**config.mk**
```make
export PLATFORM = sky130hd
export DESIGN_NAME = mem_result
export DESIGN_NICKNAME = d
export VERILOG_FILES = /design/src/hdl/mem_bus_pkg.sv /design/src/hdl/mem_result.sv
export VERILOG_INCLUDE_DIRS = /design/src /design/src/hdl
export SDC_FILE = /design/constraint.sdc
export NUM_CORES = 1
export LEC_CHECK = 0
export BUFFER_PORTS_ARGS = -buffer_cell sky130_fd_sc_hd__buf_2
export CORE_MARGIN = 1.5
export CORE_UTILIZATION = 45
export CTS_CLUSTER_SIZE = 25
export DETAILED_ROUTE_END_ITERATION = 16
export GPL_TIMING_DRIVEN = 0
export PLACE_DENSITY = 0.75
export REMOVE_ABC_BUFFERS = 1
export SLEW_MARGIN = 10
export SYNTH_ARGS = -nofsm -noshare
export SYNTH_HDL_FRONTEND = slang
export SYNTH_SLANG_ARGS = --single-unit
export TNS_END_PERCENT = 30
```
**constraint.sdc**
```tcl
create_clock -name sbus_clk -period 3.25 [get_ports sbus_clk]
set_input_delay 0.1625 -clock sbus_clk [delete_from_list [all_inputs] [get_ports sbus_clk]]
set_output_delay 0.1625 -clock sbus_clk [all_outputs]
set_load 0.01 [all_outputs]
```
**src/hdl/mem_bus_consts.svh**
```systemverilog
`ifndef MEM_BUS_CONSTS_SVH
`define MEM_BUS_CONSTS_SVH

// Sizes shared by the memory bus port

// Data word as carried on the SBUS
// 36 bits, parity travels beside it
`define MEM_WORD_BITS 36

// Physical memory address
// 22 bits, parity travels beside it
`define MEM_ADR_BITS 22

// Words of storage behind the bus
// Addresses at or above this are nonexistent memory
`define MEM_WORDS 256

// Index into storage, matches MEM_WORDS
`define MEM_IDX_BITS 8

// Translator request queue depth
// Also the number of credits the requester starts with
`define MEM_QUEUE_DEPTH 2

`endif

```
**src/hdl/mem_bus_pkg.sv**
```systemverilog
`include "mem_bus_consts.svh"

package mem_bus_pkg;

  // Meaningful widths
  typedef logic [`MEM_WORD_BITS-1:0] word_t;
  typedef logic [`MEM_ADR_BITS-1:0]  pma_t;
  typedef logic [`MEM_IDX_BITS-1:0]  mem_idx_t;

  // Operation requested by the processor side
  typedef enum logic {
    op_read  = 1'b0,
    op_write = 1'b1
  } mem_op_e;

  // Status reported once per operation
  // Listed in order of decreasing priority after ok
  typedef enum logic [1:0] {
    st_ok           = 2'd0,
    st_adr_par_err  = 2'd1,
    st_nxm          = 2'd2,
    st_data_par_err = 2'd3
  } mem_status_e;

  // Translator cycle states
  // Start is the first cycle of sbus_start, hold waits for the acknowledge
  typedef enum logic [1:0] {
    xlat_idle  = 2'd0,
    xlat_start = 2'd1,
    xlat_hold  = 2'd2
  } xlat_state_e;

  // Request from the processor side
  // Both parity bits are odd parity, supplied by the requester
  typedef struct packed {
    mem_op_e op;
    pma_t    pma;
    logic    adr_par;
    word_t   data;
    logic    data_par;
  } mem_req_t;

  // One SBUS memory cycle as driven by the translator
  // d and data_par are only driven toward memory on writes
  typedef struct packed {
    logic  rd_rq;
    logic  wr_rq;
    pma_t  adr;
    logic  adr_par;
    word_t d;
    logic  data_par;
  } sbus_cmd_t;

  // Memory reply for one cycle
  typedef struct packed {
    logic  rd;
    word_t d;
    logic  data_par;
    logic  adr_par_err;
    logic  mem_error;
  } sbus_rsp_t;

  // Response back to the requester
  typedef struct packed {
    mem_status_e status;
    word_t       data;
  } mem_rsp_t;

endpackage

```
**src/hdl/mem_result.sv**
```systemverilog
module mem_result (
  input  logic                   sbus_clk,
  input  logic                   rst_n,
  input  logic                   sbus_data_valid,
  input  mem_bus_pkg::sbus_rsp_t mrsp,
  output logic                   rsp_valid,
  output mem_bus_pkg::mem_rsp_t  rsp,
  output logic                   credit_return
);
  import mem_bus_pkg::*;

  mem_status_e status;
  word_t       data;
  logic        data_par_bad;
  logic        pass_data;
  logic        valid_q;
  mem_rsp_t    rsp_q;

  // Read data must carry odd parity
  assign data_par_bad = mrsp.rd && !(^{mrsp.d, mrsp.data_par});

  // Status priority
  // Address parity, then nonexistent memory, then data parity
  always_comb begin
    if (mrsp.adr_par_err) begin
      status = st_adr_par_err;
    end else if (mrsp.mem_error) begin
      status = st_nxm;
    end else if (data_par_bad) begin
      status = st_data_par_err;
    end else begin
      status = st_ok;
    end
  end

  // Read word goes out on success and on a data parity error
  assign pass_data = mrsp.rd && ((status == st_ok) || (status == st_data_par_err));
  assign data      = pass_data ? mrsp.d : '0;

  // One response and one credit per memory reply
  always_ff @(posedge sbus_clk) begin
    if (!rst_n) begin
      valid_q <= 1'b0;
    end else begin
      valid_q <= sbus_data_valid;
    end
  end

  always_ff @(posedge sbus_clk) begin
    if (sbus_data_valid) begin
      rsp_q.status <= status;
      rsp_q.data   <= data;
    end
  end

  assign rsp_valid     = valid_q;
  // Credit goes back in the same cycle as the response
  assign credit_return = valid_q;
  assign rsp           = rsp_q;

endmodule

```
==> results of run 1 <==
[where the power goes]
part           internal [mW]  leakage, nW  switching (mW)
registers              0.592        0.371         0.00926
clock network          0.225       0.0556           0.163
logic                  0.141        0.559           0.129
[cell usage after synthesis]
cell / count
dfxtp_1: 1
inv_1: 1
nor3b_1: 1
and2_1: 36
clkbuf_1: 3
edfxtp_1: 38
nand4b_1: 1
or4b_1: 1
xnor2_1: 30
xnor3_1: 1
xor2_1: 4
and2_2: 1
a31o_2: 1
buf_4: 1
o211ai_2: 1
[cell type report]
| type | instances | area (µm²) |
|---|---|---|
| clock inverters | 3 | 38.8 |
| flip-flops and latches | 39 | 1160 |
| clock buffers | 5 | 68.8 |
| well taps | 48 | 60.1 |
| repair buffers | 84 | 425 |
| multi-input cells | 77 | 606 |
| fillers | 308 | 1380 |
| inverters | 1 | 3.75 |
[metal layers]
| metal | GRT usage [%] | vias to the layer above | wire (µm) |
|---|---|---|---|
| li1 | - | 582 | - |
| met1 | 17.2 | 550 | 1260 |
| met2 | 29.5 | 56 | 1690 |
| met3 | 6.47 | 4 | 291 |
| met4 | 6.12 | 0 | 38 |
| met5 | 0 | - | 0 |
[flip-flops by register name, indices dropped and copies added (netlist names)]
| register | flops |
|---|---|
| rsp | 38 |
| credit_return | 1 |
[per-stage QoR]
stage | hold slack, ns | power, mW
final | 0.0784 | 1.26
after global routing | 0.0805 | 1.31
after detailed placement | 0.373 | 0.886
after global placement | 0.370 | 0.874
after CTS | 0.0743 | 1.27
after floorplan | 0.275 | 0.785
[how the worst max path moves through the flow]
stage	slack [ns]	cells after the start	end
finish	1.57	7	rsp[37]
global route	1.49	7	rsp[37]
CTS	1.55	7	rsp[37]
detailed placement	1.26	7	rsp[37]
global placement	0.35	3	rsp[4]
floorplan	1.35	2	rsp[4]
[cells by family after synthesis]
kind of cell              synth area share [%]
DFF                                       65.1
xor gates and xnor gates                  18.0
and+or+nand+nor                           14.5
AOI/OAI and AO/OA                         1.19
buffers and inverters                     1.26
[critical path: stages]
cell      delay (ns)
buf_2           0.11
xnor2_1         0.19
xnor2_1         0.16
xnor2_1         0.15
xnor3_1         0.46
or4b_1          0.50
o211ai_2        0.09
[cells in the final DEF (no fill, tap or decap), drive strengths merged]
cell    synthesis  routed
a31o            1       1
and2           37      37
buf             1      84
bufinv          0       1
clkbuf          3       5
clkinv          0       2
dfxtp           1       1
edfxtp         38      38
inv             1       1
nand4b          1       1
nor3b           1       1
o211ai          1       1
or4b            1       1
xnor2          30      30
xnor3           1       1
xor2            4       4
==> run metrics, run 1 <==
drt first pass iters 4; area added between synthesis and finish 32.5%; grt ovf 0; syn_area_per_cell 14.7 µm²; H-tree levels 2; Worst Setup SP mrsp[16]; Iteration-0 DRC Markers 51; VDD IR max 321 µV; final WL 3.28 mm; Synth Register Bits 39; ranking of synthesized cells by area edfxtp_1 64%, xnor2_1 15%, and2_1 13%; CP arrival 1.82 ns; GRT Total Usage 16.4%; Port-buffer cells 82; Yosys warnings 0; DP Cell Count 249; Hold Crit Start rst_n; setup TNS 0 ns; hold path endpoint credit_return; clock-pin slew of the registers on the worst-case setup and hold paths 0.07 ns; post-route insts no fill 257; vias 1192; largest area contributor in the synthesized netlist edfxtp_1; Post-DRT Antenna Nets 0; Num CTS Buffers 5; register area share after synthesis 65.1%; chip width 66.0 µm; Hold Vio Cnt, Final 0; drc violations 0; outcome completed; Required @ worst endpoint 3.39 ns; number of core rows 22; Cell Pwr Density 533 nW/µm²; Max Buffers Root-to-Sink 2; fin util 63.1%; Hold Crit Class in2reg; Setup Viol. Count Final 0; top cell type's share of synthesized area 64.0%; RSZ-0062 raised after global routing false; cts hold-fix bufs 0; vias in the first global route 1218; post-route cell area 2360 µm²; initial antenna violation count 0; kind of critical path in2reg; worst rel slew slack 44.5%; GP Congestion 0.761; Final HPWL DP 2.54 mm; Worst Tran Pin Value 0.833 ns; leak pwr 0.985 nW; fin crit period 1.68 ns; core box area 3740 µm²; count of pins over their slew limit 0; CP Capture Type flip-flop; Final Cycle Share 51.8%; ant diodes 0; WL/cell 12.8 µm; # Max-Cap Violations 0; CTS-repair resized insts 0; CP startpoint kind input pin; share of layout cells above drive strength 1 45.5%; synthesized area 1780 µm²; Sink Count 39; clock root buffer master clkbuf_8; Netlist cell types 15; Syn Inst Count 121; largest net degree at the start of global routing 40; Setup Fix Bufs, Post-CTS 0; Die Area 4350 µm²; Via density 4.64; IO Count 83; Worst Slack Setup Final 1.57 ns; crit path max fanout 3; first-pass GRT wire length 5.18 mm; Cells on Worst Hold Path 2; Max Fclk 595 MHz; dpl ws 1.26 ns; starting density of the core 47.7%; DIE HEIGHT 66.0 µm; TritonCTS clock tree built; dpl cell area 2260 µm²; nets@finish 251
Note: power is estimated with default switching activity, not from simulation.
==> run 2: changes to the inputs <==
--- a/config.mk
+++ b/config.mk
@@ -8,11 +8,11 @@
 export LEC_CHECK = 0
 export BUFFER_PORTS_ARGS = -buffer_cell sky130_fd_sc_hd__buf_2
 export CORE_MARGIN = 1.5
-export CORE_UTILIZATION = 45
+export CORE_UTILIZATION = 41
 export CTS_CLUSTER_SIZE = 25
 export DETAILED_ROUTE_END_ITERATION = 16
 export GPL_TIMING_DRIVEN = 0
-export PLACE_DENSITY = 0.75
+export PLACE_DENSITY = 0.72
 export REMOVE_ABC_BUFFERS = 1
 export SLEW_MARGIN = 10
 export SYNTH_ARGS = -nofsm -noshare
==> constraint.sdc (replaced) <==
create_clock -name sbus_clk -period 1.4 [get_ports sbus_clk]
set_input_delay 0.07 -clock sbus_clk [delete_from_list [all_inputs] [get_ports sbus_clk]]
set_output_delay 0.07 -clock sbus_clk [all_outputs]
set_load 0.01 [all_outputs]
==> run 2 against run 1 <==
Effect of this change:
- the flow now finishes with violations (negative setup slack)
- cell area grew 6.2%
- count of clock-buffer cells in the layout is 1 higher
- clock power increased by 81%
- combinational power rose to 3.0 times the previous value
- wire length grew 3.4%
- critical endpoint unchanged
- largest cell class unchanged
- highest routed layer unchanged
==> run metrics, run 2 (same netlist as run 1, synthesis figures left out) <==
outcome finished with violations; failing checks negative setup slack; FF+latch area 1160 µm²; combinational power share 28.0%; kind of critical path in2reg; CP Capture Type flip-flop; Max Fclk 648 MHz; DIE HEIGHT 69.0 µm; RSZ-0062 raised after global routing true; post-route insts no fill 260; leak pwr 1.05 nW; Hold WS 0.0638 ns; critical-path cell list buf_6 > xor2_1 > xnor2_1 > xnor2_1 > xnor3_1 > or4b_4 > o211ai_2; Via density 4.66; number of core rows 23; final WL 3.39 mm; WP depth 7; Worst Tran Pin Value 0.867 ns; most common cell after layout, fill and taps aside buf_2; Iteration-0 DRC Markers 60; Fillers 352; Sw Share 25.1%; Cell Pwr Density 1160 nW/µm²; CP max-delay cell or4b_4; clock share of power 24.1%; starting density of the core 43.7%; IO Count 83; H-tree levels 2; first-pass GRT wire length 5.15 mm; area added between synthesis and finish 40.7%; CP arrival 1.68 ns; Num CTS Buffers 5; grt ovf 0; area of the multi-input gates 681 µm²; TritonCTS clock tree built; share of layout cells above drive strength 1 48.6%; Design Power 2.91 mW; share of power burned in registers 47.9%; vias in the first global route 1215; Final HPWL DP 2.40 mm; count of pins over their slew limit 0; commonest non-fill, non-tap cells in the layout 68 x buf_2, 38 x edfxtp_1, 36 x and2_1; Post-DRT Antenna Nets 0; Port-buffer cells 82; # Max-Cap Violations 0; Worst Slack Setup Final -0.143 ns; Die Area 4760 µm²; GRT Total Usage 15.4%; drc violations 0; GP Congestion 0.616; CP startpoint kind input pin; critical path's largest stage delay 0.50 ns; Hold Crit Class in2reg; Sink Count 39; Cells on Worst Hold Path 2; max reg flops 38; cell family with the largest share of critical-path delay XOR/XNOR gates; chip width 69.0 µm; WL/cell 13.0 µm; nets@finish 252; Hold Crit Start mrsp[21]; drt first pass iters 3; clock root buffer master clkbuf_8; VDD IR max 582 µV; largest net degree at the start of global routing 40; crit path max fanout 2; Worst Path Buf+Inv 1; Setup Viol. Count Final 2; Final Cycle Share 110%; Required @ worst endpoint 1.54 ns; DP Cell Count 250; Worst Setup SP mrsp[21]; P_int 2.18 mW; vias 1211; fin crit period 1.54 ns; Hold Vio Cnt, Final 0; Crit path top cell by count xnor2_1; ant diodes 0; clock-pin slew of the registers on the worst-case setup and hold paths 0.07 ns; Switch Pwr 730 µW; worst rel slew slack 41.9%; core box area 4090 µm²; initial antenna violation count 0; Max Buffers Root-to-Sink 2
-- run 2: cell count changes in the layout (fill, tap and decap cells not counted), sizes merged --
cell,change
clkbuf,+1
dlygate4sd3,+1
bufinv,-1
-- run 2: layout make-up --
cell class                 count  area share [%]
multi-input combinational     77            27.1
sequential                    39            46.2
inverter                       1           0.149
tap                           50            2.49
timing repair buffer          85            20.8
clock inverter                 2           0.299
clock buffer                   6            2.89
-- run 2: power by group through the flow --
stage / Sequential (mW) / Combinational (mW) / Clock [mW]
floorplan: 1.47 / 0.353 / 0
global placement: 1.41 / 0.619 / 0
detailed placement: 1.42 / 0.633 / 0
CTS: 1.39 / 0.714 / 0.725
global route: 1.40 / 0.882 / 0.771
finish: 1.39 / 0.815 / 0.701
-- run 2: what timing repair did --
item	CTS	global route
setup endpoints to repair	2	2
gates cloned	0	0
gates resized for setup	13	16
pin swaps	10	11
hold buffers	1	0
buffers inserted	1	0
hold endpoints to repair	1	0
-- run 2: metal layers --
metal / share of wire, % / track usage [%]
met1: 39 / 16.8
met2: 48 / 26.3
met3: 11 / 6.82
met4: 1.5 / 5.88
met5: 0 / 0
-- run 2: path summary, 6_finish.rpt --
kind                  end  slack (ns)
setup / recovery  rsp[37]       -0.14
hold / removal    rsp[18]        0.06
-- run 2: through the flow --
step / TNS, ns / setup WS, ns / util, % / instance area, µm²
2_1_floorplan: -12.90 / -0.405 / - / 1770
3_3_place_gp: -51.22 / -1.49 / 54.8 / 2240
3_5_place_dp: -2.61 / -0.498 / 55.2 / 2250
4_1_cts: -0.325 / -0.173 / 59.4 / 2430
5_1_grt: -0.365 / -0.186 / 61.5 / 2510
6_report: -0.275 / -0.143 / 61.5 / 2510
==> run 3: changes to the inputs <==
--- a/config.mk
+++ b/config.mk
@@ -6,9 +6,10 @@
 export SDC_FILE = /design/constraint.sdc
 export NUM_CORES = 1
 export LEC_CHECK = 0
+export ABC_AREA = 1
 export BUFFER_PORTS_ARGS = -buffer_cell sky130_fd_sc_hd__buf_2
 export CORE_MARGIN = 1.5
-export CORE_UTILIZATION = 41
+export CORE_UTILIZATION = 44
 export CTS_CLUSTER_SIZE = 25
 export DETAILED_ROUTE_END_ITERATION = 16
 export GPL_TIMING_DRIVEN = 0
==> run 3 against run 2 <==
Effect of this change:
- largest cell class unchanged
- core utilization is 2.4 points lower
- synthesized cell count grew to 2.5 times the previous value
- combinational power is 30% lower
- highest routed layer unchanged
- synthesized area is 25% higher
- first-iteration DRC count is 15% higher
- the run now ends clean
- die area is 16% higher
==> run metrics, run 3 <==
outcome completed; dpl cell area 2720 µm²; area added between synthesis and finish 27.2%; DP Cell Count 448; ant diodes 0; IO Count 83; worst rel slew slack 41.3%; GP Congestion 0.753; CTS-repair resized insts 0; Setup Fix Bufs, Post-CTS 0; share of layout cells above drive strength 1 29.5%; CP startpoint kind input pin; clock-pin slew of the registers on the worst-case setup and hold paths 0.07 ns; Design Power 2.91 mW; CP arrival 1.16 ns; Commonest cells post-synth 159 x nand2_1, 38 x edfxtp_1, 36 x nor2_1, 29 x inv_1, 15 x inv_2; Syn Inst Count 303; setup TNS 0 ns; WL/cell 9.00 µm; ranking of synthesized cells by area edfxtp_1 51%, nand2_1 27%, nor2_1 6.0%; Setup Viol. Count Final 0; post-route insts no fill 457; GRT Total Usage 15.9%; Sink Count 39; Post-DRT Antenna Nets 0; Max Fclk 888 MHz; count of pins over their slew limit 0; Netlist cell types 15; VDD IR max 526 µV; clock root buffer master clkbuf_8; Iteration-0 DRC Markers 69; Num CTS Buffers 5; syn_area_per_cell 7.38 µm²; drc violations 0; Worst Path Buf+Inv 1; Async SR Flop Fraction 0%; final WL 4.12 mm; commonest non-fill, non-tap cells in the layout 159 x nand2_1, 82 x buf_2, 38 x edfxtp_1; register area share after synthesis 51.9%; vias 1982; post-route cell area 2840 µm²; Max Buffers Root-to-Sink 2; Final Cycle Share 80.4%; Cell Pwr Density 1020 nW/µm²; dpl ws -0.00961 ns; Hold Vio Cnt, Final 0; Synth Register Bits 39; H-tree levels 2; EDFF count, synth 38; top cell type's share of synthesized area 51.0%; critical-path cell list buf_2 > xnor2_1 > nand2_1 > nand2_1 > nand2_1 > nand2_1 > nand2_1 > nand2_1 > nand2_2 > nand2_1 > nand2_1 > nand3_2 > a21oi_2; grt ovf 0; synthesized area 2240 µm²; largest area contributor in the synthesized netlist edfxtp_1; Yosys warnings 0; Die Area 5520 µm²; top_reg_cell synth edfxtp_1; CP max-delay cell xnor2_1; leak pwr 1.58 nW; Worst Slack Setup Final 0.274 ns; max reg flops 38; vias in the first global route 1829; Via density 4.34; drt first pass iters 4; Worst Tran Pin Value 0.880 ns; number of core rows 25; Port-buffer cells 82; crit path max fanout 3; Hold Crit Class in2reg; nets@finish 432; cts hold-fix bufs 1; cell family with the largest share of critical-path delay simple AND/OR/NAND/NOR gates; first-pass GRT wire length 7.00 mm; starting density of the core 46.4%; fin crit period 1.13 ns; DIE HEIGHT 74.3 µm; most common cell after layout, fill and taps aside nand2_1; chip width 74.3 µm; # Max-Cap Violations 0; cell with the most instances after synthesis nand2_1; CP Capture Type flip-flop; critical path's largest stage delay 0.21 ns; Crit path top cell by count nand2_1; TritonCTS clock tree built; Required @ worst endpoint 1.43 ns; largest net degree at the start of global routing 40; kind of critical path in2reg; RSZ-0062 raised after global routing false; initial antenna violation count 0; Final HPWL DP 3.11 mm; core box area 4820 µm²
==> run 3: report_power, final <==
group / total, mW / switching, mW / internal, mW / leakage [nW]
Clock: 0.964 / 0.387 / 0.577 / 0.0612
Combinational: 0.571 / 0.354 / 0.217 / 1.14
Sequential: 1.38 / 0.0157 / 1.36 / 0.371
==> run 3: kinds of logic (layout without fill, tap and decap cells) <==
group	Yosys count	after routing	share of synthesized area [%]
AO/OA/AOI/OAI	2	2	0.784
AND/OR/NAND/NOR	206	206	35.9
XOR/XNOR	8	8	3.13
buffers and inverters	48	135	8.23
flip-flops	39	39	51.9
==> run 3: stage by stage <==
| step | hold slack [ns] | util (%) |
|---|---|---|
| finish | 0.0951 | 59.0 |
| floorplan | 0.163 | - |
| global placement | 0.252 | 56.3 |
| detailed placement | 0.257 | 56.4 |
| global route | 0.0913 | 59.0 |
| CTS | 0.0861 | 59.0 |
==> run 3: worst paths after layout <==
kind,cells after the start,endpoint,start
setup / recovery,13,rsp[37],mrsp[15]
hold / removal,2,rsp[37],mrsp[1]
==> run 3: layout make-up <==
type / count / area (µm²)
fillers: 454 / 1970
flip-flops and latches: 39 / 1160
multi-input cells: 216 / 896
repair buffers: 83 / 420
inverters: 44 / 165
well taps: 67 / 83.8
clock buffers: 6 / 82.6
clock inverters: 2 / 35.0
==> run 3: layer usage <==
metal / part of all wire [%] / vias up / track usage, %
li1: - / 1084 / -
met1: 46 / 843 / 19.4
met2: 47 / 53 / 28.0
met3: 6.0 / 2 / 3.66
met4: 0.61 / 0 / 4.44
met5: 0 / - / 0
