## src/hdl/mem_bus_consts.svh

```systemverilog
`ifndef MEM_BUS_CONSTS_SVH
`define MEM_BUS_CONSTS_SVH

// Sizes shared by the memory bus port

// Data word as carried on the SBUS
// 36 bits, parity travels beside it
`define MEM_WORD_BITS 36

// Physical memory address
// 22 bits, parity travels beside it
`define MEM_ADR_BITS 22

// Words of storage behind the bus
// Addresses at or above this are nonexistent memory
`define MEM_WORDS 256

// Index into storage, matches MEM_WORDS
`define MEM_IDX_BITS 8

// Translator request queue depth
// Also the number of credits the requester starts with
`define MEM_QUEUE_DEPTH 2

`endif

```

## src/hdl/mem_bus_pkg.sv

```systemverilog
`include "mem_bus_consts.svh"

package mem_bus_pkg;

  // Meaningful widths
  typedef logic [`MEM_WORD_BITS-1:0] word_t;
  typedef logic [`MEM_ADR_BITS-1:0]  pma_t;
  typedef logic [`MEM_IDX_BITS-1:0]  mem_idx_t;

  // Operation requested by the processor side
  typedef enum logic {
    op_read  = 1'b0,
    op_write = 1'b1
  } mem_op_e;

  // Status reported once per operation
  // Listed in order of decreasing priority after ok
  typedef enum logic [1:0] {
    st_ok           = 2'd0,
    st_adr_par_err  = 2'd1,
    st_nxm          = 2'd2,
    st_data_par_err = 2'd3
  } mem_status_e;

  // Translator cycle states
  // Start is the first cycle of sbus_start, hold waits for the acknowledge
  typedef enum logic [1:0] {
    xlat_idle  = 2'd0,
    xlat_start = 2'd1,
    xlat_hold  = 2'd2
  } xlat_state_e;

  // Request from the processor side
  // Both parity bits are odd parity, supplied by the requester
  typedef struct packed {
    mem_op_e op;
    pma_t    pma;
    logic    adr_par;
    word_t   data;
    logic    data_par;
  } mem_req_t;

  // One SBUS memory cycle as driven by the translator
  // d and data_par are only driven toward memory on writes
  typedef struct packed {
    logic  rd_rq;
    logic  wr_rq;
    pma_t  adr;
    logic  adr_par;
    word_t d;
    logic  data_par;
  } sbus_cmd_t;

  // Memory reply for one cycle
  typedef struct packed {
    logic  rd;
    word_t d;
    logic  data_par;
    logic  adr_par_err;
    logic  mem_error;
  } sbus_rsp_t;

  // Response back to the requester
  typedef struct packed {
    mem_status_e status;
    word_t       data;
  } mem_rsp_t;

endpackage

```

## src/hdl/mt0_translator.sv

```systemverilog
`include "mem_bus_consts.svh"

module mt0_translator (
  input  logic                   sbus_clk,
  input  logic                   rst_n,
  input  logic                   req_valid,
  input  mem_bus_pkg::mem_req_t  req,
  output logic                   sbus_start,
  output mem_bus_pkg::sbus_cmd_t cmd,
  input  logic                   sbus_ack
);
  import mem_bus_pkg::*;

  localparam int PTR_BITS = (`MEM_QUEUE_DEPTH > 1) ? $clog2(`MEM_QUEUE_DEPTH) : 1;
  localparam int CNT_BITS = $clog2(`MEM_QUEUE_DEPTH + 1);

  typedef logic [PTR_BITS-1:0] ptr_t;
  typedef logic [CNT_BITS-1:0] cnt_t;

  mem_req_t    fifo_q [`MEM_QUEUE_DEPTH];
  ptr_t        wr_ptr_q;
  ptr_t        rd_ptr_q;
  cnt_t        count_q;
  logic        push;
  logic        pop;
  logic        has_next;
  logic        load_cmd;
  mem_req_t    head;
  mem_req_t    next_head;
  mem_req_t    load_src;
  xlat_state_e state_q;
  sbus_cmd_t   cmd_q;

  // Queue pointer advance with wrap at the queue depth
  function automatic ptr_t next_ptr(ptr_t p);
    ptr_t n;
    if (p == ptr_t'(`MEM_QUEUE_DEPTH - 1)) begin
      n = '0;
    end else begin
      n = p + ptr_t'(1);
    end
    return n;
  endfunction

  // Turn a queued request into SBUS request lines
  // Data drivers face the memory only on writes, as the MT0 direction switch does
  function automatic sbus_cmd_t decode(mem_req_t r);
    sbus_cmd_t c;
    logic      data_to_mem;
    data_to_mem = (r.op == op_write);
    c.rd_rq     = (r.op == op_read);
    c.wr_rq     = data_to_mem;
    c.adr       = r.pma;
    // Address parity goes to memory unchecked
    c.adr_par   = r.adr_par;
    c.d         = data_to_mem ? r.data : '0;
    c.data_par  = data_to_mem ? r.data_par : 1'b0;
    return c;
  endfunction

  // Credits keep the queue from overflowing
  assign push = req_valid && (count_q != cnt_t'(`MEM_QUEUE_DEPTH));

  // Entry leaves the queue on the acknowledge
  assign pop = (state_q != xlat_idle) && sbus_ack;

  // Another entry already waits behind the one being acknowledged
  assign has_next = (count_q > cnt_t'(1));

  assign head      = fifo_q[rd_ptr_q];
  assign next_head = fifo_q[next_ptr(rd_ptr_q)];

  // Held address loads at the start of each cycle
  // From idle the head starts, after an acknowledge the entry behind it
  assign load_cmd = ((state_q == xlat_idle) && (count_q != '0)) || (pop && has_next);
  assign load_src = (state_q == xlat_idle) ? head : next_head;

  // Queue storage
  always_ff @(posedge sbus_clk) begin
    if (push) begin
      fifo_q[wr_ptr_q] <= req;
    end
  end

  // Queue pointers and occupancy
  always_ff @(posedge sbus_clk) begin
    if (!rst_n) begin
      wr_ptr_q <= '0;
      rd_ptr_q <= '0;
      count_q  <= '0;
    end else begin
      if (push) begin
        wr_ptr_q <= next_ptr(wr_ptr_q);
      end
      if (pop) begin
        rd_ptr_q <= next_ptr(rd_ptr_q);
      end
      case ({push, pop})
        2'b10:   count_q <= count_q + cnt_t'(1);
        2'b01:   count_q <= count_q - cnt_t'(1);
        default: count_q <= count_q;
      endcase
    end
  end

  // Cycle FSM
  always_ff @(posedge sbus_clk) begin
    if (!rst_n) begin
      state_q <= xlat_idle;
    end else begin
      case (state_q)
        xlat_idle: begin
          if (count_q != '0) begin
            state_q <= xlat_start;
          end
        end
        xlat_start, xlat_hold: begin
          // Back-to-back start when the next entry is already queued
          if (sbus_ack) begin
            state_q <= has_next ? xlat_start : xlat_idle;
          end else begin
            state_q <= xlat_hold;
          end
        end
        default: state_q <= xlat_idle;
      endcase
    end
  end

  // Held command register, stands in for the MT03 address latch
  always_ff @(posedge sbus_clk) begin
    if (load_cmd) begin
      cmd_q <= decode(load_src);
    end
  end

  // Start stays up from the start state until the acknowledge
  assign sbus_start = (state_q != xlat_idle);
  assign cmd        = cmd_q;

endmodule

```

## config.mk

```make
export PLATFORM = sky130hd
export DESIGN_NAME = mt0_translator
export DESIGN_NICKNAME = d
export VERILOG_FILES = /design/src/hdl/mem_bus_pkg.sv /design/src/hdl/mt0_translator.sv
export VERILOG_INCLUDE_DIRS = /design/src /design/src/hdl
export SDC_FILE = /design/constraint.sdc
export NUM_CORES = 1
export LEC_CHECK = 0
export ABC_AREA = 1
export ABC_CLOCK_PERIOD_IN_PS = 15700
export BUFFER_PORTS_ARGS = -buffer_cell sky130_fd_sc_hd__buf_2
export CAP_MARGIN = 15
export CORE_ASPECT_RATIO = 1.1
export CORE_MARGIN = 5
export CORE_UTILIZATION = 60
export CTS_BUF_LIST = sky130_fd_sc_hd__clkbuf_2
export DETAILED_ROUTE_END_ITERATION = 7
export GPL_ROUTABILITY_DRIVEN = 0
export PLACE_DENSITY = 0.88
export SYNTH_ARGS = -nofsm -noshare
export SYNTH_HDL_FRONTEND = slang
export SYNTH_SLANG_ARGS = --single-unit
```

## constraint.sdc

```tcl
create_clock -name sbus_clk -period 15.7 [get_ports sbus_clk]
set_input_delay 0 -clock sbus_clk [delete_from_list [all_inputs] [get_ports sbus_clk]]
set_output_delay 0 -clock sbus_clk [all_outputs]
set_load 0.02 [all_outputs]
```

==> flow_summary.json, run 1 <==
{
  "p_leak_nw": 4.68,
  "ant_nets": 0,
  "path_class": "flip-flop to flip-flop",
  "ff2ff_setup_slack_ns": 12.48,
  "status": "complete, no violations",
  "firstDrtPassIters": 5,
  "synth_warnings": 0,
  "fin_nets": 1103,
  "fin_crit_sh": 0.205,
  "setup_viol": 0,
  "cp.required_ns": 16.27,
  "dp.final_hpwl_microns": 10800,
  "final.min_clock_period_ns": 3.22,
  "yosys.area.top_type": "edfxtp_1",
  "die_x_microns": 123,
  "arrival_ns": 3.78,
  "ctsLongestPathBuffers": 2,
  "cts_tree": "yes",
  "post-route-util": 0.755,
  "hold_depth": 2,
  "seq_area_sq_um": 5670,
  "multi_input_area_sq_um": 2020,
  "grtUsageTotal": 0.237,
  "cts_setup_buffers": 0,
  "totalPowerFinal_mw": 1.75,
  "dpl.cell_count": 1096,
  "initial_core_util": 0.611,
  "power_frac_seq": 0.467,
  "drive_gt1_frac": 0.162,
  "switching_share": 0.393,
  "fp.dieArea_sq_um": 16400,
  "yosysTopAreaCellShare": 0.659,
  "grt_start_max_net_pins": 66,
  "drt-vias-per-instance": 5.25,
  "clockPowerShare": 0.136,
  "num_vias": 6462,
  "placed_area_sq_um": 9090,
  "peakVddDrop_uv": 92.2,
  "synth_seq_cells": 191,
  "synthTopCellsByArea": "edfxtp_1 66%, nand2_1 11%, inv_1 5.7%",
  "synth_fp_nets": 890,
  "finalHoldViolations": 0,
  "hold_class": "input port to flip-flop",
  "power_switching_mw": 0.687,
  "rows": 45,
  "grt_pass1_wl_microns": 30300,
  "path_clk_slew_ns": 0.24,
  "holdPathEnd": "fifo_q[1][9]$_DFFE_PP_",
  "h-tree-depth": 4,
  "max-slew-margin-rel": 0.210,
  "yosysUniqueCellTypes": 18,
  "synthCells": 819,
  "cell_internal_pwr_mw": 1.06,
  "power_density_nw_per_um2": 169,
  "drc": 0,
  "ios": 128,
  "io_buffer_count": 127,
  "grt_setup_unrepaired": "false",
  "grt_pass1_vias": 6430,
  "clk_latency_ns": 0.68,
  "worstPathMaxFanout": 62,
  "clock_skew_ns": 0.0311,
  "core-area_sq_um": 13700,
  "synth_area_sq_um": 8390,
  "fmax_mhz": 311,
  "maxCapViolCount": 0,
  "fin_area_sq_um": 10400,
  "cts_made_buffers": 17,
  "wire_per_inst_microns": 15.4,
  "r2r_cells": 7,
  "wl_microns": 19000,
  "cp-end-kind": "flip-flop",
  "die_y_microns": 134,
  "syn-mean-instance-area_sq_um": 10.2,
  "worst_setup_path_start_kind": "flip-flop",
  "fill_cells": 935,
  "hold_start": "req[9]",
  "grt_antenna_before_repair": 1,
  "setup_tns_ns": 0,
  "grt-ovfl-total": 0,
  "finalMaxSlewViolations": 0,
  "r2r_end": "cmd[14]$_SDFFCE_PN0P_",
  "clockRootBuffer": "clkbuf_2",
  "tightest_slew_ns": 1.18,
  "area_growth_pct": 23.6,
  "stdcell_count": 1232,
  "cts_sinks": 191,
  "synth-seq-area-share": 0.675,
  "drt-initial-drc-count": 727,
  "power_frac_comb": 0.397
}
-- registers in the layout, indices dropped and copies added, names as in the netlist, named ones only --
signal    count
cmd          62
count_q       2
fifo_q      122
state_q       2
rd_ptr_q      1
wr_ptr_q      1
-- worst max path at each step --
stage,from,to,slack (ns),cells after the start
floorplan,state_q[0]$_SDFFE_PN0P_,cmd[0]$_SDFFCE_PN0P_,9.76,7
detailed placement,flip-flop,cmd[14]$_SDFFCE_PN0P_,12.53,7
finish,flip-flop,cmd[14]$_SDFFCE_PN0P_,12.48,7
global route,flip-flop,cmd[0]$_SDFFCE_PN0P_,12.17,7
CTS,flip-flop,cmd[14]$_SDFFCE_PN0P_,12.46,7
global placement,flip-flop,cmd[2]$_SDFFCE_PN0P_,12.63,7
-- timing repair --
item,4_1_cts,5_1_grt
endpoints found under the setup margin,0,0
resized for setup,0,0
hold endpoints to repair,168,10
hold buffers,98,7
-- synthesized netlist by cell type --
cell      instances
a21oi_1           7
buf_2            18
buf_4             7
buf_6             4
clkbuf_1         15
dfxtp_1           7
edfxtp_1        184
ha_1              6
inv_1           127
inv_2             2
inv_4             1
nand2_1         236
nand3_1          78
nor2_1           53
nor3_1            1
o21ai_0          49
o22ai_1          23
xnor2_1           1
-- through the flow --
step	setup slack (ns)	hold WS (ns)
2_1_floorplan	9.76	0.0989
3_3_place_gp	12.63	0.188
3_5_place_dp	12.53	0.191
4_1_cts	12.46	0.00133
5_1_grt	12.17	0.000912
6_report	12.48	0.0425
-- cell families (layout without fill, tap and decap cells) --
logic type      after synthesis  after routing  share of synthesized area
simple gates                368            368                      0.176
flops                       191            191                      0.675
compound gates               79             79                     0.0506
other cells                   0              1                          0
xor+xnor                      1              1                    0.00104
fa+ha+maj                     6              6                    0.00895
buf+inv                     174            398                     0.0876
-- cell type report --
| class | instances | area share |
|---|---|---|
| Inverter | 130 | 0.0473 |
| Sequential cell | 191 | 0.547 |
| Clock inverter | 8 | 0.0112 |
| Antenna cell | 1 | 0.000241 |
| Clock buffer | 22 | 0.0106 |
| Tap cell | 188 | 0.0227 |
| Timing Repair Buffer | 238 | 0.167 |
| Multi-Input combinational cell | 454 | 0.194 |
-- layer usage --
layer  vias up  track usage  part of all wire
met5         -            0                 0
li1       3097            -                 -
met1      2994        0.270              0.36
met4         0        0.101             0.029
met2       333        0.433              0.53
met3        38       0.0401             0.078
-- placed cells by master (no fill, tap or decap), drive strengths merged, types with 2 or more instances in the layout --
master       instances
o22ai               23
nand3               78
o21ai               49
clkbuf              22
clkinv               3
clkinvlp             2
edfxtp             184
ha                   6
inv                130
dfxtp                7
dlygate4sd3        105
nand2              236
bufinv               3
buf                133
nor2                53
a21oi                7
-- worst max-delay path: stages, from the launching register on --
cell and delay, ns:
dfxtp_2 1.14, inv_2 0.78, nand2_1 0.20, nand3_1 0.08
nand2_1 0.32, buf_4 0.36, nand2_1 0.11, inv_1 0.07
-- power groups by stage --
| stage | Combinational (mW) | Sequential [mW] | Clock [mW] |
|---|---|---|---|
| global route | 0.770 | 0.830 | 0.258 |
| CTS | 0.692 | 0.815 | 0.239 |
| floorplan | 0.380 | 0.947 | 0 |
| global placement | 0.645 | 0.824 | 0 |
| finish | 0.695 | 0.816 | 0.237 |
| detailed placement | 0.670 | 0.827 | 0 |
Power figures use the tool's default switching activity.
==> run 2: changes to the inputs <==
--- a/config.mk
+++ b/config.mk
@@ -6,17 +6,17 @@
 export SDC_FILE = /design/constraint.sdc
 export NUM_CORES = 1
 export LEC_CHECK = 0
-export ABC_AREA = 1
-export ABC_CLOCK_PERIOD_IN_PS = 15700
+export ABC_AREA = 0
+export ABC_CLOCK_PERIOD_IN_PS = 2900
 export BUFFER_PORTS_ARGS = -buffer_cell sky130_fd_sc_hd__buf_2
 export CAP_MARGIN = 15
 export CORE_ASPECT_RATIO = 1.1
 export CORE_MARGIN = 5
-export CORE_UTILIZATION = 60
+export CORE_UTILIZATION = 52
 export CTS_BUF_LIST = sky130_fd_sc_hd__clkbuf_2
 export DETAILED_ROUTE_END_ITERATION = 7
 export GPL_ROUTABILITY_DRIVEN = 0
-export PLACE_DENSITY = 0.88
+export PLACE_DENSITY = 0.82
 export SYNTH_ARGS = -nofsm -noshare
 export SYNTH_HDL_FRONTEND = slang
 export SYNTH_SLANG_ARGS = --single-unit
==> constraint.sdc (replaced) <==
create_clock -name sbus_clk -period 2.9 [get_ports sbus_clk]
set_input_delay 0 -clock sbus_clk [delete_from_list [all_inputs] [get_ports sbus_clk]]
set_output_delay 0 -clock sbus_clk [all_outputs]
set_load 0.02 [all_outputs]
==> flow_summary.json, run 2 <==
{
  "status": "complete, no violations",
  "num_vias": 4178,
  "ant_nets": 0,
  "yosysUniqueCellTypes": 28,
  "arrival_ns": 2.84,
  "synthTopCellsByCount": "184 x edfxtp_1, 76 x nand2_1, 38 x mux2i_1, 22 x mux2_4",
  "switching_share": 0.348,
  "cts_resized": 0,
  "regMostFlops": "fifo_q",
  "cts_sinks": 191,
  "synth_seq_cells": 191,
  "power_frac_seq": 0.502,
  "final.min_clock_period_ns": 2.39,
  "synth_fp_nets": 454,
  "layout_setup_ws_ns": 0.508,
  "io_buffer_count": 127,
  "ctsLongestPathBuffers": 2,
  "die_x_microns": 121,
  "seq_area_sq_um": 5670,
  "cp-end-kind": "flip-flop",
  "crit_path_max_incr_delay_ns": 0.82,
  "power_density_nw_per_um2": 893,
  "cts_setup_buffers": 0,
  "synth_warnings": 0,
  "grt_setup_unrepaired": "false",
  "clockPowerShare": 0.151,
  "fill_cells": 828,
  "finalMaxSlewViolations": 0,
  "clockRootBuffer": "clkbuf_2",
  "core-area_sq_um": 13300,
  "power_switching_mw": 2.95,
  "ios": 128,
  "setup_viol": 0,
  "synthCells": 383,
  "cts_made_buffers": 17,
  "async_flop_share": 0,
  "fmax_mhz": 418,
  "firstDrtPassIters": 4,
  "synth_edf_count": 184,
  "drive_gt1_frac": 0.295,
  "cts_hold_buf": 130,
  "grtUsageTotal": 0.184,
  "cell_internal_pwr_mw": 5.52,
  "synth-seq-area-share": 0.800,
  "drc": 0,
  "cp_num_buf_inv": 3,
  "cpMaxStageDelayCell": "o21ai_4",
  "worstPathMaxFanout": 34,
  "grt_pass1_wl_microns": 22400,
  "path_cells": "inv_1 > ha_1 > inv_1 > o21ai_4 > buf_12",
  "path_class": "flip-flop to flip-flop",
  "final_common_cell": "edfxtp_1",
  "wl_microns": 14100,
  "power_frac_comb": 0.347,
  "area_growth_pct": 34.0,
  "totalPowerFinal_mw": 8.47,
  "fp.dieArea_sq_um": 16100,
  "die_y_microns": 132,
  "cp.required_ns": 3.35,
  "synth_flop_cell": "edfxtp_1",
  "synthTopCellsByArea": "edfxtp_1 78%, mux2i_1 5.4%, mux2_4 4.7%",
  "clk_latency_ns": 0.74,
  "h-tree-depth": 4,
  "yosysMostFrequentCell": "edfxtp_1",
  "drt-vias-per-instance": 4.90,
  "finalHoldViolations": 0,
  "tightest_slew_ns": 0.999,
  "grt_antenna_before_repair": 1,
  "cpLargestDelayFamily": "compound AO/OA/AOI/OAI gates",
  "path_clk_slew_ns": 0.26,
  "wire_per_inst_microns": 16.5,
  "multi_input_area_sq_um": 1290,
  "fin_nets": 725,
  "final_cell_mix": "184 x edfxtp_1, 130 x dlygate4sd3_1, 127 x buf_2",
  "yosys.area.top_type": "edfxtp_1",
  "syn-mean-instance-area_sq_um": 18.5,
  "rows": 44,
  "cts_tree": "yes",
  "setup_tns_ns": 0,
  "fin_crit_sh": 0.825,
  "ff2ff_setup_slack_ns": 0.51,
  "largest_reg_flops": 122,
  "drt-initial-drc-count": 259,
  "synth_area_sq_um": 7080,
  "maxCapViolCount": 0,
  "grt_pass1_vias": 4518,
  "dp.final_hpwl_microns": 8160,
  "initial_core_util": 0.534,
  "grt-ovfl-total": 0,
  "worst_setup_path_start_kind": "flip-flop",
  "max-slew-margin-rel": 0.331,
  "yosysTopAreaCellShare": 0.780,
  "cp_common_cell": "inv_1",
  "p_leak_nw": 3.67,
  "clock_skew_ns": 0.0428,
  "post-place-ws_ns": 0.557,
  "hold_class": "input port to flip-flop",
  "peakVddDrop_uv": 524,
  "grt_start_max_net_pins": 46
}
run 2: cell types whose count changed in the layout (fill, tap and decap cells not counted), sizes merged, moves of 5 or more:
cell | before | now
a21oi | 7 | 2
clkbuf | 22 | 17
inv | 130 | 15
nand3 | 78 | 2
dlygate4sd3 | 105 | 130
nor2 | 53 | 4
mux2 | 0 | 24
mux2i | 0 | 38
nand2 | 236 | 76
o21ai | 49 | 3
o22ai | 23 | 1
run 2: area by class of cell:
| type | instances | share of cell area |
|---|---|---|
| flip-flops and latches | 191 | 0.597 |
| repair buffers | 267 | 0.215 |
| multi-input cells | 170 | 0.136 |
| well taps | 184 | 0.0243 |
| clock inverters | 15 | 0.0158 |
| clock buffers | 17 | 0.00897 |
| inverters | 7 | 0.00277 |
| diodes | 1 | 0.000264 |
run 2: cells by family after synthesis:
kind of cell,count (synthesis),share of synthesized area
compound gates,9,0.00778
xor+xnor,3,0.00371
fa+ha+maj,6,0.0106
buf+inv,22,0.0231
flops,191,0.800
mux,62,0.104
simple gates,90,0.0511
run 2: stage by stage:
| stage | cell area, sq um | instances | hold slack (ns) | util |
|---|---|---|---|---|
| final | 9490 | 852 | 0.167 | 0.715 |
| after global routing | 9490 | 852 | 0.0904 | 0.715 |
| after CTS | 9480 | 851 | 0.0690 | 0.715 |
| after detailed placement | 7950 | 689 | 0.191 | 0.599 |
| after global placement | 7950 | 689 | 0.188 | 0.599 |
| after floorplan | 7090 | 383 | 0.0989 | - |
run 2: power groups by stage:
stage / Combinational [mW] / Sequential (mW) / Clock [mW]
6_report: 2.94 / 4.26 / 1.28
5_1_grt: 3.14 / 4.32 / 1.43
4_1_cts: 2.96 / 4.25 / 1.31
3_5_place_dp: 2.82 / 4.31 / 0
3_3_place_gp: 2.73 / 4.29 / 0
2_1_floorplan: 1.49 / 4.87 / 0
run 2: worst paths after layout:
kind	end	startpoint	cells after the start
worst min-delay path	state_q[0]$_SDFFE_PN0P_	sbus_ack	4
worst max-delay path	cmd[34]$_SDFFCE_PN0P_	state_q[1]$_SDFFE_PN0P_	5
worst max register to register	cmd[34]$_SDFFCE_PN0P_	state_q[1]$_SDFFE_PN0P_	5
worst min register to register	state_q[1]$_SDFFE_PN0P_	state_q[1]$_SDFFE_PN0P_	2
run 2: worst register-to-register path, cell delays in order (launching register included):
cell	delay (ns)
dfxtp_1	0.38
inv_1	0.06
ha_1	0.33
inv_1	0.18
o21ai_4	0.82
buf_12	0.32
run 2: metal layers:
layer | global-route usage | part of all wire | vias up
li1 | - | - | 1964
met1 | 0.205 | 0.39 | 2030
met2 | 0.334 | 0.54 | 158
met3 | 0.0464 | 0.050 | 26
met4 | 0.0729 | 0.027 | 0
met5 | 0 | 0 | -
==> run 3: changes to the inputs <==
--- a/config.mk
+++ b/config.mk
@@ -7,16 +7,16 @@
 export NUM_CORES = 1
 export LEC_CHECK = 0
 export ABC_AREA = 0
-export ABC_CLOCK_PERIOD_IN_PS = 2900
+export ABC_CLOCK_PERIOD_IN_PS = 2300
 export BUFFER_PORTS_ARGS = -buffer_cell sky130_fd_sc_hd__buf_2
 export CAP_MARGIN = 15
 export CORE_ASPECT_RATIO = 1.1
 export CORE_MARGIN = 5
-export CORE_UTILIZATION = 52
+export CORE_UTILIZATION = 57
 export CTS_BUF_LIST = sky130_fd_sc_hd__clkbuf_2
 export DETAILED_ROUTE_END_ITERATION = 7
 export GPL_ROUTABILITY_DRIVEN = 0
-export PLACE_DENSITY = 0.82
+export PLACE_DENSITY = 0.85
 export SYNTH_ARGS = -nofsm -noshare
 export SYNTH_HDL_FRONTEND = slang
 export SYNTH_SLANG_ARGS = --single-unit
==> constraint.sdc (replaced) <==
create_clock -name sbus_clk -period 2.3 [get_ports sbus_clk]
set_input_delay 0 -clock sbus_clk [delete_from_list [all_inputs] [get_ports sbus_clk]]
set_output_delay 0 -clock sbus_clk [all_outputs]
set_load 0.02 [all_outputs]
==> flow_summary.json, run 3 (synthesis gave the netlist of run 2 again) <==
{
  "fmax_mhz": 474,
  "max-slew-margin-rel": 0.619,
  "io_buffer_count": 127,
  "drt-initial-drc-count": 276,
  "r2r_cells": 7,
  "clock_skew_ns": 0.0285,
  "finalMaxSlewViolations": 0,
  "peakVddDrop_uv": 575,
  "finalHoldViolations": 0,
  "route.met3.wl_microns": 824,
  "startpoint": "count_q[0]$_SDFFE_PN0P_",
  "rows": 42,
  "hold_class": "input port to flip-flop",
  "cp_num_cells": 7,
  "cp_num_buf_inv": 3,
  "regMostFlops": "fifo_q",
  "path_cells": "inv_1 > ha_1 > nand2b_1 > nor2_4 > buf_6 > o21a_1 > dlygate4sd3_1",
  "status": "complete, no violations",
  "final_cell_mix": "184 x edfxtp_1, 127 x dlygate4sd3_1, 127 x buf_2",
  "ctsLongestPathBuffers": 2,
  "crit_path_max_incr_delay_ns": 0.53,
  "path_class": "flip-flop to flip-flop",
  "core-area_sq_um": 12100,
  "wl_met2_microns": 7760,
  "clk_latency_ns": 0.71,
  "ios": 128,
  "grt_setup_unrepaired": "false",
  "final_common_cell": "edfxtp_1",
  "r2r_start": "count_q[0]$_SDFFE_PN0P_",
  "grt_pass1_vias": 4372,
  "tightest_slew_ns": 0.569,
  "ff2ff_setup_slack_ns": 0.19,
  "fp.dieArea_sq_um": 14800,
  "power_frac_comb": 0.345,
  "cp-end-kind": "flip-flop",
  "worstPathMaxFanout": 28,
  "area_growth_pct": 33.8,
  "drive_gt1_frac": 0.296,
  "initial_core_util": 0.586,
  "endpoint": "wr_ptr_q$_SDFFE_PN0P_",
  "cts_sinks": 191,
  "drc": 0,
  "holdWs_ns": 0.122,
  "grt_start_max_net_pins": 40,
  "largest_reg_flops": 122,
  "fin_crit_sh": 0.917,
  "grt-ovfl-total": 0,
  "setup_viol": 0,
  "clockPowerShare": 0.162,
  "cp.required_ns": 2.99,
  "wl_met1_microns": 5210,
  "ant_nets": 0,
  "path_clk_slew_ns": 0.27,
  "maxCapViolCount": 0,
  "firstDrtPassIters": 4,
  "clockRootBuffer": "clkbuf_2",
  "cpMaxStageDelayCell": "dlygate4sd3_1",
  "grt_pass1_wl_microns": 22300,
  "cts_setup_buffers": 0,
  "die_x_microns": 116,
  "wire_per_inst_microns": 17.3,
  "arrival_ns": 2.80,
  "wl_microns": 14100,
  "cts_made_buffers": 17,
  "fin_nets": 723,
  "grtUsageTotal": 0.202,
  "drt-vias-per-instance": 5.01,
  "highest_layer": "met4",
  "totalPowerFinal_mw": 10.9,
  "cts_tree": "yes",
  "dp.final_hpwl_microns": 8130,
  "switching_share": 0.338,
  "diodes": 0,
  "grt_antenna_before_repair": 0,
  "power_density_nw_per_um2": 1150,
  "worst_setup_path_start_kind": "flip-flop",
  "die_y_microns": 127,
  "cell_internal_pwr_mw": 7.20,
  "power_frac_seq": 0.493,
  "h-tree-depth": 4,
  "num_vias": 4105,
  "final.min_clock_period_ns": 2.11,
  "power_switching_mw": 3.67,
  "cpLargestDelayFamily": "buffers and inverters",
  "r2r_end": "wr_ptr_q$_SDFFE_PN0P_",
  "p_leak_nw": 3.68
}
## run 3: cell types whose count changed in the layout (fill, tap and decap cells not counted), sizes merged
cell	change
dlygate4sd3	-3
diode	-1
bufinv	+2
clkinv	-1
inv	-2
buf	+1
clkbuf	+1
## run 3: cell type report
class / instances / area [sq um]
inverters: 7 / 26.3
clock inverters: 14 / 176
flip-flops and latches: 191 / 5670
fillers: 681 / 2620
repair buffers: 265 / 2030
multi-input cells: 170 / 1290
clock buffers: 18 / 90.1
well taps: 154 / 193
## run 3: power groups by stage
| stage | Combinational (mW) | Sequential [mW] | Clock [mW] |
|---|---|---|---|
| 4_1_cts | 3.78 | 5.36 | 1.81 |
| 3_3_place_gp | 3.48 | 5.41 | 0 |
| 6_report | 3.75 | 5.36 | 1.76 |
| 5_1_grt | 4.02 | 5.43 | 1.96 |
| 3_5_place_dp | 3.61 | 5.44 | 0 |
| 2_1_floorplan | 1.90 | 6.12 | 0 |
## run 3: worst min-delay path, delay by kind of cell
kind                   cells  cell delay, ns
buffers and inverters      2            0.71
AOI/OAI and AO/OA          2            0.13
## run 3: per-layer routing
layer | track usage | vias to the layer above
met5 | 0 | -
met4 | 0.0846 | 0
met1 | 0.235 | 1986
met2 | 0.356 | 135
met3 | 0.0453 | 29
li1 | - | 1955
## run 3: timing repair
action,in CTS,in global routing
gates resized for setup,0,1
endpoints found under the hold margin,141,0
hold buffers,127,0
setup endpoints to repair,0,1
## run 3: metrics by stage
| step | instances | worst slack [ns] | util | TNS, ns | area, sq um |
|---|---|---|---|---|---|
| finish | 819 | 0.192 | 0.784 | 0 | 9470 |
| global route | 819 | 0.0710 | 0.784 | 0 | 9470 |
| CTS | 819 | 0.0708 | 0.783 | 0 | 9470 |
| detailed placement | 660 | 0.267 | 0.656 | 0 | 7930 |
| global placement | 660 | 0.400 | 0.656 | 0 | 7930 |
| floorplan | 383 | -0.520 | - | -62.70 | 7100 |
## run 3: worst min-delay path by stage
stage                 start  slack, ns  depth (start not counted)                       to
CTS                   rst_n       0.02                          4  count_q[1]$_SDFFE_PN0P_
global placement    req[20]       0.19                          1  fifo_q[0][20]$_DFFE_PP_
floorplan            req[0]        0.1                          0   fifo_q[0][0]$_DFFE_PP_
global route          rst_n       0.03                          3  count_q[0]$_SDFFE_PN0P_
detailed placement  req[17]       0.19                          1  fifo_q[0][17]$_DFFE_PP_
finish                rst_n       0.12                          4  count_q[1]$_SDFFE_PN0P_
